## src/rv_pkg.sv

```systemverilog
// ####################################################################
// rv_pkg
// Instruction-set facts seen by the branch predictor: machine word,
// control-transfer opcodes and the execute-stage resolve bundle.
// ####################################################################

package rv_pkg;

  localparam int XLEN = 32;

  typedef logic [XLEN-1:0] xlen_t;

  // pc step of one instruction
  localparam xlen_t WORD_BYTES = 32'd4;

  // seven-bit major opcode field, only the values the predictor cares about
  typedef enum logic [6:0] {
    jal_op    = 7'b1101111,
    jalr_op   = 7'b1100111,
    branch_op = 7'b1100011,
    other_op  = 7'b0010011  // any non-control instruction
  } opcode_e;

  // one instruction leaving execute
  typedef struct packed {
    logic    valid;     // instruction present this cycle
    opcode_e opcode;
    xlen_t   pc;
    xlen_t   rs1_data;  // jalr base
    xlen_t   imm;
    logic    bcond;     // branch condition from the alu
    xlen_t   next_pc;   // what fetch actually followed with
  } resolve_t;

endpackage
```

## src/bpred_pkg.sv

```systemverilog
// ####################################################################
// bpred_pkg
// Predictor table types: two-bit counter states, the update bundle
// from resolution and the lookup bundle handed to the fetch side.
// ####################################################################

package bpred_pkg;

  // log2 of the table depth, also the history length
  localparam int DEFAULT_INDEX_BITS = 5;

  // saturating counter, upper half predicts taken
  typedef enum logic [1:0] {
    strongly_not   = 2'b00,
    weakly_not     = 2'b01,
    weakly_taken   = 2'b10,
    strongly_taken = 2'b11
  } counter_e;

  // table write request, one per resolved control transfer
  typedef struct packed {
    logic          valid;   // jal, jalr or conditional branch
    logic          taken;
    rv_pkg::xlen_t pc;      // pc of the resolved instruction
    rv_pkg::xlen_t target;  // real next pc
  } update_t;

  // combined result of both table lookups at fetch
  typedef struct packed {
    logic          hit;      // btb entry valid and tag matches
    counter_e      counter;
    rv_pkg::xlen_t target;
  } lookup_t;

endpackage

```

## src/bpred_top.sv

```systemverilog
// ####################################################################
// bpred_top
// Gshare branch predictor: resolution side, counter table with global
// history, tagged target buffer and next fetch pc selection.
// ####################################################################

module bpred_top #(
  parameter int INDEX_BITS = bpred_pkg::DEFAULT_INDEX_BITS
) (
  input  logic             clk,
  input  logic             reset,
  input  rv_pkg::xlen_t    fetch_pc,
  input  logic             stall,
  input  rv_pkg::resolve_t resolve,
  output rv_pkg::xlen_t    predict_pc,
  output logic             redirect,
  output rv_pkg::xlen_t    redirect_pc
);
  import rv_pkg::*;
  import bpred_pkg::*;

  update_t               update;        // resolve to both tables
  logic [INDEX_BITS-1:0] lookup_index;
  logic [INDEX_BITS-1:0] update_index;
  counter_e              pred_counter;
  logic                  target_hit;
  xlen_t                 target_addr;
  lookup_t               lookup;

  branch_resolve u_resolve (
    .resolve     (resolve),
    .update      (update),
    .redirect    (redirect),
    .redirect_pc (redirect_pc)
  );

  pattern_history #(
    .INDEX_BITS (INDEX_BITS)
  ) u_history (
    .clk          (clk),
    .reset        (reset),
    .fetch_pc     (fetch_pc),
    .update       (update),
    .lookup_index (lookup_index),
    .update_index (update_index),
    .pred_counter (pred_counter)
  );

  // shares the gshare indices computed next to the history
  target_buffer #(
    .INDEX_BITS (INDEX_BITS)
  ) u_btb (
    .clk          (clk),
    .reset        (reset),
    .fetch_pc     (fetch_pc),
    .lookup_index (lookup_index),
    .update_index (update_index),
    .update       (update),
    .target_hit   (target_hit),
    .target_addr  (target_addr)
  );

  assign lookup = '{hit: target_hit, counter: pred_counter, target: target_addr};

  fetch_predict u_fetch (
    .fetch_pc   (fetch_pc),
    .stall      (stall),
    .lookup     (lookup),
    .predict_pc (predict_pc)
  );

endmodule

```

## src/fetch_predict.sv

```systemverilog
// ####################################################################
// fetch_predict
// Picks the next fetch pc from the table lookup. Holds the pc during
// a stall.
// ####################################################################

module fetch_predict (
  input  rv_pkg::xlen_t      fetch_pc,
  input  logic               stall,
  input  bpred_pkg::lookup_t lookup,
  output rv_pkg::xlen_t      predict_pc
);
  import rv_pkg::*;
  import bpred_pkg::*;

  logic predict_taken;

  // upper half of the counter range predicts taken
  assign predict_taken = lookup.hit &&
                         (lookup.counter == weakly_taken || lookup.counter == strongly_taken);

  always_comb begin
    if (stall)
      predict_pc = fetch_pc;  // fetch frozen
    else if (predict_taken)
      predict_pc = lookup.target;
    else
      predict_pc = fetch_pc + WORD_BYTES;
  end

endmodule

```

## src/target_buffer.sv

```systemverilog
// ####################################################################
// target_buffer
// Tagged branch target buffer. Looked up at fetch, written with the
// target and full pc tag on every taken resolve.
// ####################################################################

module target_buffer #(
  parameter int INDEX_BITS = bpred_pkg::DEFAULT_INDEX_BITS
) (
  input  logic                  clk,
  input  logic                  reset,
  input  rv_pkg::xlen_t         fetch_pc,
  input  logic [INDEX_BITS-1:0] lookup_index,
  input  logic [INDEX_BITS-1:0] update_index,
  input  bpred_pkg::update_t    update,
  output logic                  target_hit,
  output rv_pkg::xlen_t         target_addr
);
  import rv_pkg::*;

  localparam int ENTRIES  = 1 << INDEX_BITS;
  localparam int WORD_LSB = $clog2(WORD_BYTES);

  typedef struct packed {
    xlen_t                    tag;          // full pc of the branch
    logic [XLEN-1:WORD_LSB]   target_word;  // target as a word address
  } entry_t;

  entry_t             entries [ENTRIES];
  logic [ENTRIES-1:0] valid;
  logic               write_en;
  entry_t             hit_entry;

  assign write_en = update.valid && update.taken;

  always_ff @(posedge clk) begin
    if (reset)
      valid <= '0;
    else if (write_en)
      valid[update_index] <= 1'b1;
  end

  always_ff @(posedge clk) begin
    if (write_en)
      entries[update_index] <= '{tag: update.pc, target_word: update.target[XLEN-1:WORD_LSB]};
  end

  assign hit_entry   = entries[lookup_index];
  assign target_hit  = valid[lookup_index] && (hit_entry.tag == fetch_pc);
  assign target_addr = {hit_entry.target_word, {WORD_LSB{1'b0}}};

  // not-taken and non-control resolves leave every entry alone
  assert property (@(posedge clk) disable iff (reset)
    !(update.valid && update.taken) |=>
      valid == $past(valid) &&
      entries[$past(update_index)] === $past(entries[update_index]))
    else $error("btb entry written without a taken update");

endmodule

```

## src/pattern_history.sv

```systemverilog
// ####################################################################
// pattern_history
// Global history register and two-bit counter table. Both indices are
// the pc word address xor the history from before the update edge.
// ####################################################################

module pattern_history #(
  parameter int INDEX_BITS = bpred_pkg::DEFAULT_INDEX_BITS
) (
  input  logic                  clk,
  input  logic                  reset,
  input  rv_pkg::xlen_t         fetch_pc,
  input  bpred_pkg::update_t    update,
  output logic [INDEX_BITS-1:0] lookup_index,
  output logic [INDEX_BITS-1:0] update_index,
  output bpred_pkg::counter_e   pred_counter
);
  import rv_pkg::*;
  import bpred_pkg::*;

  localparam int ENTRIES  = 1 << INDEX_BITS;
  localparam int WORD_LSB = $clog2(WORD_BYTES);

  logic [INDEX_BITS-1:0] history;
  counter_e              counters [ENTRIES];
  counter_e              cur_counter;
  counter_e              next_counter;

  assign lookup_index = fetch_pc[WORD_LSB +: INDEX_BITS] ^ history;
  assign update_index = update.pc[WORD_LSB +: INDEX_BITS] ^ history;
  assign pred_counter = counters[lookup_index];
  assign cur_counter  = counters[update_index];

  // counter transitions, note the jump from weakly_not straight to strong
  always_comb begin
    next_counter = cur_counter;
    if (update.taken) begin
      case (cur_counter)
        strongly_not: next_counter = weakly_not;
        weakly_not:   next_counter = strongly_taken;
        default:      next_counter = strongly_taken;
      endcase
    end else begin
      if (cur_counter == strongly_taken)
        next_counter = weakly_taken;
      else
        next_counter = strongly_not;  // any other state drops all the way
    end
  end

  always_ff @(posedge clk) begin
    if (reset) begin
      history <= '0;
      for (int i = 0; i < ENTRIES; i++)
        counters[i] <= strongly_not;
    end else if (update.valid) begin
      history                <= (history << 1) | INDEX_BITS'(update.taken);
      counters[update_index] <= next_counter;
    end
  end

  assert property (@(posedge clk) reset |=> history == '0)
    else $error("history not cleared after reset");

  // the indexed counter must hold when no resolve writes the table
  assert property (@(posedge clk) disable iff (reset)
    !update.valid |=> counters[$past(update_index)] == $past(counters[update_index]))
    else $error("counter changed without a valid update");

endmodule

```

## src/branch_resolve.sv

```systemverilog
// ####################################################################
// branch_resolve
// Works out the real next pc of the instruction in execute, flags a
// misprediction against the pc fetched after it and builds the
// predictor table update.
// ####################################################################

module branch_resolve (
  input  rv_pkg::resolve_t   resolve,
  output bpred_pkg::update_t update,
  output logic               redirect,
  output rv_pkg::xlen_t      redirect_pc
);
  import rv_pkg::*;

  xlen_t target;
  logic  taken;
  logic  is_ctrl;

  always_comb begin
    taken   = 1'b0;
    is_ctrl = 1'b1;
    target  = resolve.pc + WORD_BYTES;  // fall through by default
    case (resolve.opcode)
      jal_op: begin
        taken  = 1'b1;
        target = resolve.pc + resolve.imm;
      end
      jalr_op: begin
        taken  = 1'b1;
        target = resolve.rs1_data + resolve.imm;  // register relative
      end
      branch_op: begin
        taken = resolve.bcond;
        if (resolve.bcond)
          target = resolve.pc + resolve.imm;
      end
      default:
        is_ctrl = 1'b0;  // plain instruction, no table write
    endcase
  end

  // non-control instructions can still redirect if fetch went elsewhere
  assign redirect    = resolve.valid && (target != resolve.next_pc);
  assign redirect_pc = target;

  assign update = '{
    valid:  resolve.valid && is_ctrl,
    taken:  taken,
    pc:     resolve.pc,
    target: target
  };

endmodule

```

## config.mk

```make
export PLATFORM = sky130hd
export DESIGN_NAME = bpred_top
export DESIGN_NICKNAME = d
export VERILOG_FILES = /design/src/rv_pkg.sv /design/src/bpred_pkg.sv /design/src/bpred_top.sv /design/src/fetch_predict.sv /design/src/target_buffer.sv /design/src/pattern_history.sv /design/src/branch_resolve.sv
export SDC_FILE = /design/constraint.sdc
export NUM_CORES = 2
export LEC_CHECK = 0
export BUFFER_PORTS_ARGS = -buffer_cell sky130_fd_sc_hd__buf_2
export CORE_MARGIN = 1.5
export CORE_UTILIZATION = 59
export CTS_CLUSTER_SIZE = 8
export DETAILED_ROUTE_END_ITERATION = 6
export PLACE_DENSITY_LB_ADDON = 0.2
export SYNTH_ARGS = -nofsm -noshare
export SYNTH_HDL_FRONTEND = slang
export SYNTH_SLANG_ARGS = --single-unit
```

## constraint.sdc

```tcl
create_clock -name clk -period 9.8 [get_ports clk]
set_clock_uncertainty 0.15 [all_clocks]
set_input_delay 0.49 -clock clk [delete_from_list [all_inputs] [get_ports clk]]
set_output_delay 0.49 -clock clk [all_outputs]
set_load 0.05 [all_outputs]
```

==> Word level (Yosys, flattened, before mapping) <==
Memories as Yosys holds them, arrays and structs flattened.
Cells that the tools add are included.
Widths: inputs -> output; s select.
{ "word_totals": {"register_bits": 37, "ram_bits": 2048, "inputBits": 172, "mem_count": 2} }
{ "op_classes": {"addsub": 4, "muxes": 23, "n_lt_le_gt_ge": 3, "n_reduce_logical": 11, "eq_ne": 8, "bitwise": 4} }
{ "mem_list": {"columns": ["memory", "words", "width", "read_ports", "rd_ports_with_merged_regs", "wr", "line_no", "source"], "rows": [
  ["u_btb.entries", 32, 62, 1, 0, 1, "target_buffer.sv:29", "entry_t entries [ENTRIES];"],
  ["u_history.counters", 32, 2, 2, 0, 32, "pattern_history.sv:25", "counter_e counters [ENTRIES];"]
]} }
{ "ops": {"columns": ["operator", "n"], "rows": [
  ["$mux 32", 3],
  ["$pmux 32 s3", 1],
  ["$add 32x3->32 const B", 2],
  ["$add 32x32->32", 2],
  ["$eq 32x32->1", 1],
  ["$ne 32x32->1", 1],
  ["$or 32x32->32", 1],
  ["$eq 7x7->1 const B", 3],
  ["$lt 5x6->1 const B", 2],
  ["$mux 1", 11],
  ["$xor 5x5->5", 2],
  ["$mux 2", 4],
  ["$eq 2x2->1 const B", 3],
  ["$logic_and 1x1->1", 6],
  ["$bmux 1 s5", 1],
  ["$demux 1 s5", 1],
  ["$ge 5x1->1 const B", 1],
  ["$mux 5", 1],
  ["$or 5x1->5", 1],
  ["$reduce_or 2->1", 2],
  ["$reduce_or 3->1", 1],
  ["$logic_not 2->1", 1],
  ["$pmux 1 s2", 1],
  ["$logic_or 1x1->1", 1]
]} }

==> Logic depth before layout (Yosys ltp) <==
{ "logic_depth": {"ltp_word": 9, "depth_mapped": 19} }

==> Modules after synthesis <==
From an unflattened synthesis, not the netlist that was laid out.
{ "hier_totals": {"cells_unflattened": 4815, "hier_area_um2": 88732.6} }
{ "by_module_without_submodules": {"columns": ["mod", "n_inst", "cells_each", "area_each_um2"], "rows": [
  ["target_buffer", 1, 3370, 77390.5],
  ["branch_resolve", 1, 905, 6079.6],
  ["pattern_history", 1, 339, 4065.1],
  ["fetch_predict", 1, 201, 1197.4]
]} }

==> Worst setup path before layout <==
Ideal clock, no wire load.
{ "synth_timing": {"kind": "input to register", "start": "input port resolve[100] (netlist name)", "end": "memory u_btb.entries[10][0] (netlist name) (enable)", "slack_ps": 4360, "setup_ps": 482, "required_time_ps": 9168, "arrival_ps": 4807, "stages": 7, "cell_sequence": "xor2_1 -> clkbuf_1 -> buf_1 -> nand2_1 -> or3_1 -> clkbuf_1 -> nor2_1"} }
{ "synth_via": {"elab_chain_len": 1} }
{ "synth_rtl": {"columns": ["item", "line_no", "source"], "rows": [
  ["start, declared", "bpred_top.sv:14", "input rv_pkg::resolve_t resolve,"],
  ["$xor 5x5->5", "pattern_history.sv:30", "assign update_index = update.pc[WORD_LSB +: INDEX_BITS] ^ history;"],
  ["end, declared", "target_buffer.sv:29", null]
]} }
Every way passes these cells.

==> Worst setup path in the final report <==
{ "layout_timing": {"start": "register u_history.history[2]", "end": "output port predict_pc[4]"} }
{ "layout_via": {"elab_chain_len": 7} }
{ "layout_rtl": {"columns": ["item", "line_no", "source"], "rows": [
  ["start, declared", "pattern_history.sv:24", "logic [INDEX_BITS-1:0] history;"],
  ["start signal, assigned", "pattern_history.sv:57", "history <= (history << 1) | INDEX_BITS'(update.taken);"],
  ["$xor 5x5->5 (*)", "pattern_history.sv:29", "assign lookup_index = fetch_pc[WORD_LSB +: INDEX_BITS] ^ history;"],
  ["$mem_v2 32x62 (tied with other cells)", null, null],
  ["$eq 32x32->1 (tied with other cells)", "target_buffer.sv:49", "assign target_hit = valid[lookup_index] && (hit_entry.tag == fetch_pc);"],
  ["$logic_and 1x1->1 or $logic_or 1x1->1 (tied branches)", "target_buffer.sv:49, fetch_predict.sv:20", null],
  ["$logic_and 1x1->1", "fetch_predict.sv:19", "assign predict_taken = lookup.hit &&"],
  ["$mux 32 (*)", "fetch_predict.sv:25", "else if (predict_taken)"],
  ["$mux 32 (*)", "fetch_predict.sv:23", "if (stall)"],
  ["end, declared", "bpred_top.sv:15", "output rv_pkg::xlen_t predict_pc,"]
]} }
Mark *: on every way between the ends. The rest lies on a longest branch, timed or not. The select of a mux whose other input is x is not followed.

==> flow_summary.json <==
{
  "worst_path_most_repeated_cell": "sky130_fd_sc_hd__o21ai_0",
  "route.final.wire_length_microns": 272000,
  "placement.io_buffers": 236,
  "final_critical_path_share_of_the_clock_period_pct": 79.2,
  "worst-path-buf-inv": 3,
  "cts.clk_slew.worst_paths_ns": 0.05,
  "worst-r2r-cell-count": 7,
  "placed_cells": 6765,
  "worst_setup_path_startpoint": "u_history.history[2]",
  "timing.slew.headroom_pct": 5.75,
  "dieArea_sq_um": 152000,
  "cpMaxStageDelayCell": "sky130_fd_sc_hd__dfxtp_1",
  "rows": 141,
  "clock_tree.buffer_depth": 4,
  "tritoncts.num_buffers": 311,
  "cp-start-kind": "flop",
  "synth.distinct_cells": 95,
  "fin_worst_hold_slack_ns": 0.0526,
  "routabilityCongestion": 0.959,
  "route.detailed.drc": 0,
  "ctsHtreeMaxLevel": 5,
  "drtAntennaViolNets": 0,
  "final_common_cell": "sky130_fd_sc_hd__edfxtp_1",
  "io_count": 237,
  "synth-edff-count": 2048,
  "core_region_area_sq_um": 148000,
  "die_w_microns": 389,
  "critical_path.top_delay_family": "compound AO/OA/AOI/OAI gates",
  "setup_fix_bufs_post_cts": 0,
  "detail_route.wl_per_cell_microns": 38.2,
  "fin_util_pct": 67.5,
  "worst_slew_pin_slew_ns": 1.40,
  "postSynth.topFlopCell": "sky130_fd_sc_hd__edfxtp_1",
  "finalSetupViolations": 0,
  "crit_type": "flop to output pin",
  "reg2reg_from": "u_history.history[0]",
  "die_h_microns": 389,
  "tritoncts": "yes",
  "preCtsSetupSlack_ns": 2.93,
  "whs_path_depth": 1,
  "fin_cells": 7127,
  "place.detailed.hpwl_microns": 159000,
  "max_clock_freq_mhz": 129,
  "firstDrtPassIters": 7,
  "rsz_0062_raised_after_global_routing": "false",
  "fin_nets": 5389,
  "cellLeakagePower_nw": 32.7,
  "timing.critical_path.cells": "xor2_4 -> buf_12 -> mux4_2 -> o21ai_0 -> o21ai_0 -> a21oi_1 -> xor2_1 -> nand4_1 -> nor3_2 -> nand3_2 -> buf_4 -> a31oi_1 -> o22a_1 -> buf_2",
  "clk_root_buffer_cell": "sky130_fd_sc_hd__clkbuf_16",
  "r2r_slack_ns": 4.51,
  "min_path_type": "primary input to flop",
  "status": "finished, final reports clean",
  "period_needed_ns": 7.76,
  "hold_start": "resolve[117]",
  "final_cell_mix": "2048 x sky130_fd_sc_hd__edfxtp_1, 574 x sky130_fd_sc_hd__mux4_2, 318 x sky130_fd_sc_hd__clkbuf_16, 286 x sky130_fd_sc_hd__nand2_1, 236 x sky130_fd_sc_hd__buf_2",
  "synth_top_area_share_pct": 69.8,
  "layout-drive-gt1-share_pct": 26.5,
  "clock_sinks": 2085,
  "hold_path_end": "u_btb.entries[28][50]",
  "slew_violations": 0,
  "ys_async_sr_fraction_pct": 0,
  "crit_path_end_kind": "output pin",
  "critical-path-max-stage-delay_ns": 0.80,
  "start_util_pct": 59.5,
  "synth.yosys.seq_area_share_pct": 70.7,
  "synth_cells": 4740,
  "grt_first_pass_wirelength_microns": 380000,
  "globalRouteTotalUtil_pct": 36.2,
  "power.density_nw_per_um2": 205,
  "cp_data_arrival_time_ns": 7.12,
  "final_report_hold_violation_count": 0,
  "antenna_found_initial": 19,
  "finalSetupTns_ns": 0,
  "crit_required_ns": 9.16,
  "final_critical_path_setup_slack_ns": 2.04,
  "synth_top_cells_by_area": "sky130_fd_sc_hd__edfxtp_1 70%, sky130_fd_sc_hd__mux4_2 15%, sky130_fd_sc_hd__nand2_1 1.2%",
  "vias": 51900,
  "postSynthRegisterBits": 2085,
  "ys_warn_count": 0,
  "synth_area_sq_um": 88100,
  "syn2layout_area_growth_pct": 13.4,
  "timing.rr.end": "u_btb.entries[31][17]",
  "maximum_capacitance_violations": 0,
  "first_iter_violations": 7951,
  "peakVddDrop_mv": 0.149,
  "largest_fanout_on_the_critical_path": 103,
  "postSynthNetCount": 4978,
  "grt-ovfl-total": 0,
  "first_global_vias": 50800,
  "avgSynthCellArea_sq_um": 18.6,
  "netlist.top_cell.by_area": "sky130_fd_sc_hd__edfxtp_1",
  "via_per_inst": 7.28,
  "worst_skew_pair.late_latency_ns": 0.89,
  "maximum_number_of_pins_on_one_net_before_global_route_repair": 104
}
[synth_stat cells, types with 61 or more instances]
cell	number
sky130_fd_sc_hd__a21o_1	61
sky130_fd_sc_hd__a21oi_1	119
sky130_fd_sc_hd__clkbuf_1	101
sky130_fd_sc_hd__edfxtp_1	2048
sky130_fd_sc_hd__ha_1	64
sky130_fd_sc_hd__inv_1	73
sky130_fd_sc_hd__mux2i_1	83
sky130_fd_sc_hd__mux4_2	574
sky130_fd_sc_hd__nand2_1	286
sky130_fd_sc_hd__nand3_1	84
sky130_fd_sc_hd__nor2_1	183
sky130_fd_sc_hd__o21ai_0	84
[metal layers]
metal  routed length [microns]  GRT usage (%)  vias up
met5                       136              0        -
li1                          -              -    20300
met4                     15100           17.7       20
met2                    126000           55.1     4045
met1                     96600           49.6    26800
met3                     34900           9.03      755
[state kept, by name, indices dropped and copies added, names as in the netlist]
signal	flops
u_history.history	5
u_btb.entries	1984
u_history.counters	64
u_btb.valid	32
[final cells by class]
cell class	count	area [sq um]
clock buffers	345	8060
diodes	6	15.0
clock inverters	8	75.1
multi-input cells	2295	24400
inverters	73	274
flip-flops and latches	2085	62200
repair buffers	385	2460
well taps	1930	2410
fillers	9369	48100
[worst reg2reg max path, stage by stage, from the launching register on]
cell	delay, ns
sky130_fd_sc_hd__dfxtp_1	0.76
sky130_fd_sc_hd__xnor2_2	0.13
sky130_fd_sc_hd__buf_4	0.24
sky130_fd_sc_hd__nor2_1	0.57
sky130_fd_sc_hd__nand3_1	0.78
sky130_fd_sc_hd__nor2_4	0.79
sky130_fd_sc_hd__buf_4	0.73
sky130_fd_sc_hd__buf_4	0.72
[logic make-up after synthesis]
family / share of synthesized area (%)
AOI/OAI and AO/OA: 4.53
muxes: 15.7
and+or+nand+nor: 4.92
xor gates and xnor gates: 1.07
buffers and inverters: 2.15
DFF: 70.7
adders and majority gates: 0.966
[worst max path at each step]
stage / to / slack [ns] / depth (start not counted)
6_report: predict_pc[4] / 2.04 / 14
5_1_grt: predict_pc[4] / 1.71 / 15
4_1_cts: predict_pc[20] / 2.08 / 14
3_5_place_dp: predict_pc[20] / 2.93 / 15
3_3_place_gp: predict_pc[18] / 2.98 / 15
2_1_floorplan: u_btb.entries[10][0] / 4.36 / 7
[power breakdown]
| part | internal, mW | switching (mW) |
|---|---|---|
| Sequential | 9.85 | 0.00630 |
| Combinational | 0.497 | 0.951 |
| Clock | 5.69 | 3.50 |
| Total | 16.0 | 4.46 |
[repair_timing]
action | 4_1_cts | 5_1_grt
hold endpoints to repair | 58 | 0
hold buffers | 3 | 0
resized for setup | 0 | 0
setup endpoints to repair | 0 | 0
[per-stage QoR]
step	instance area [sq um]	total power, mW
floorplan	88100	10.9
global placement	91700	11.4
detailed placement	91700	11.4
CTS	99900	20.5
global route	99900	21.0
finish	99900	20.5
(Power assumes the default switching activity.)
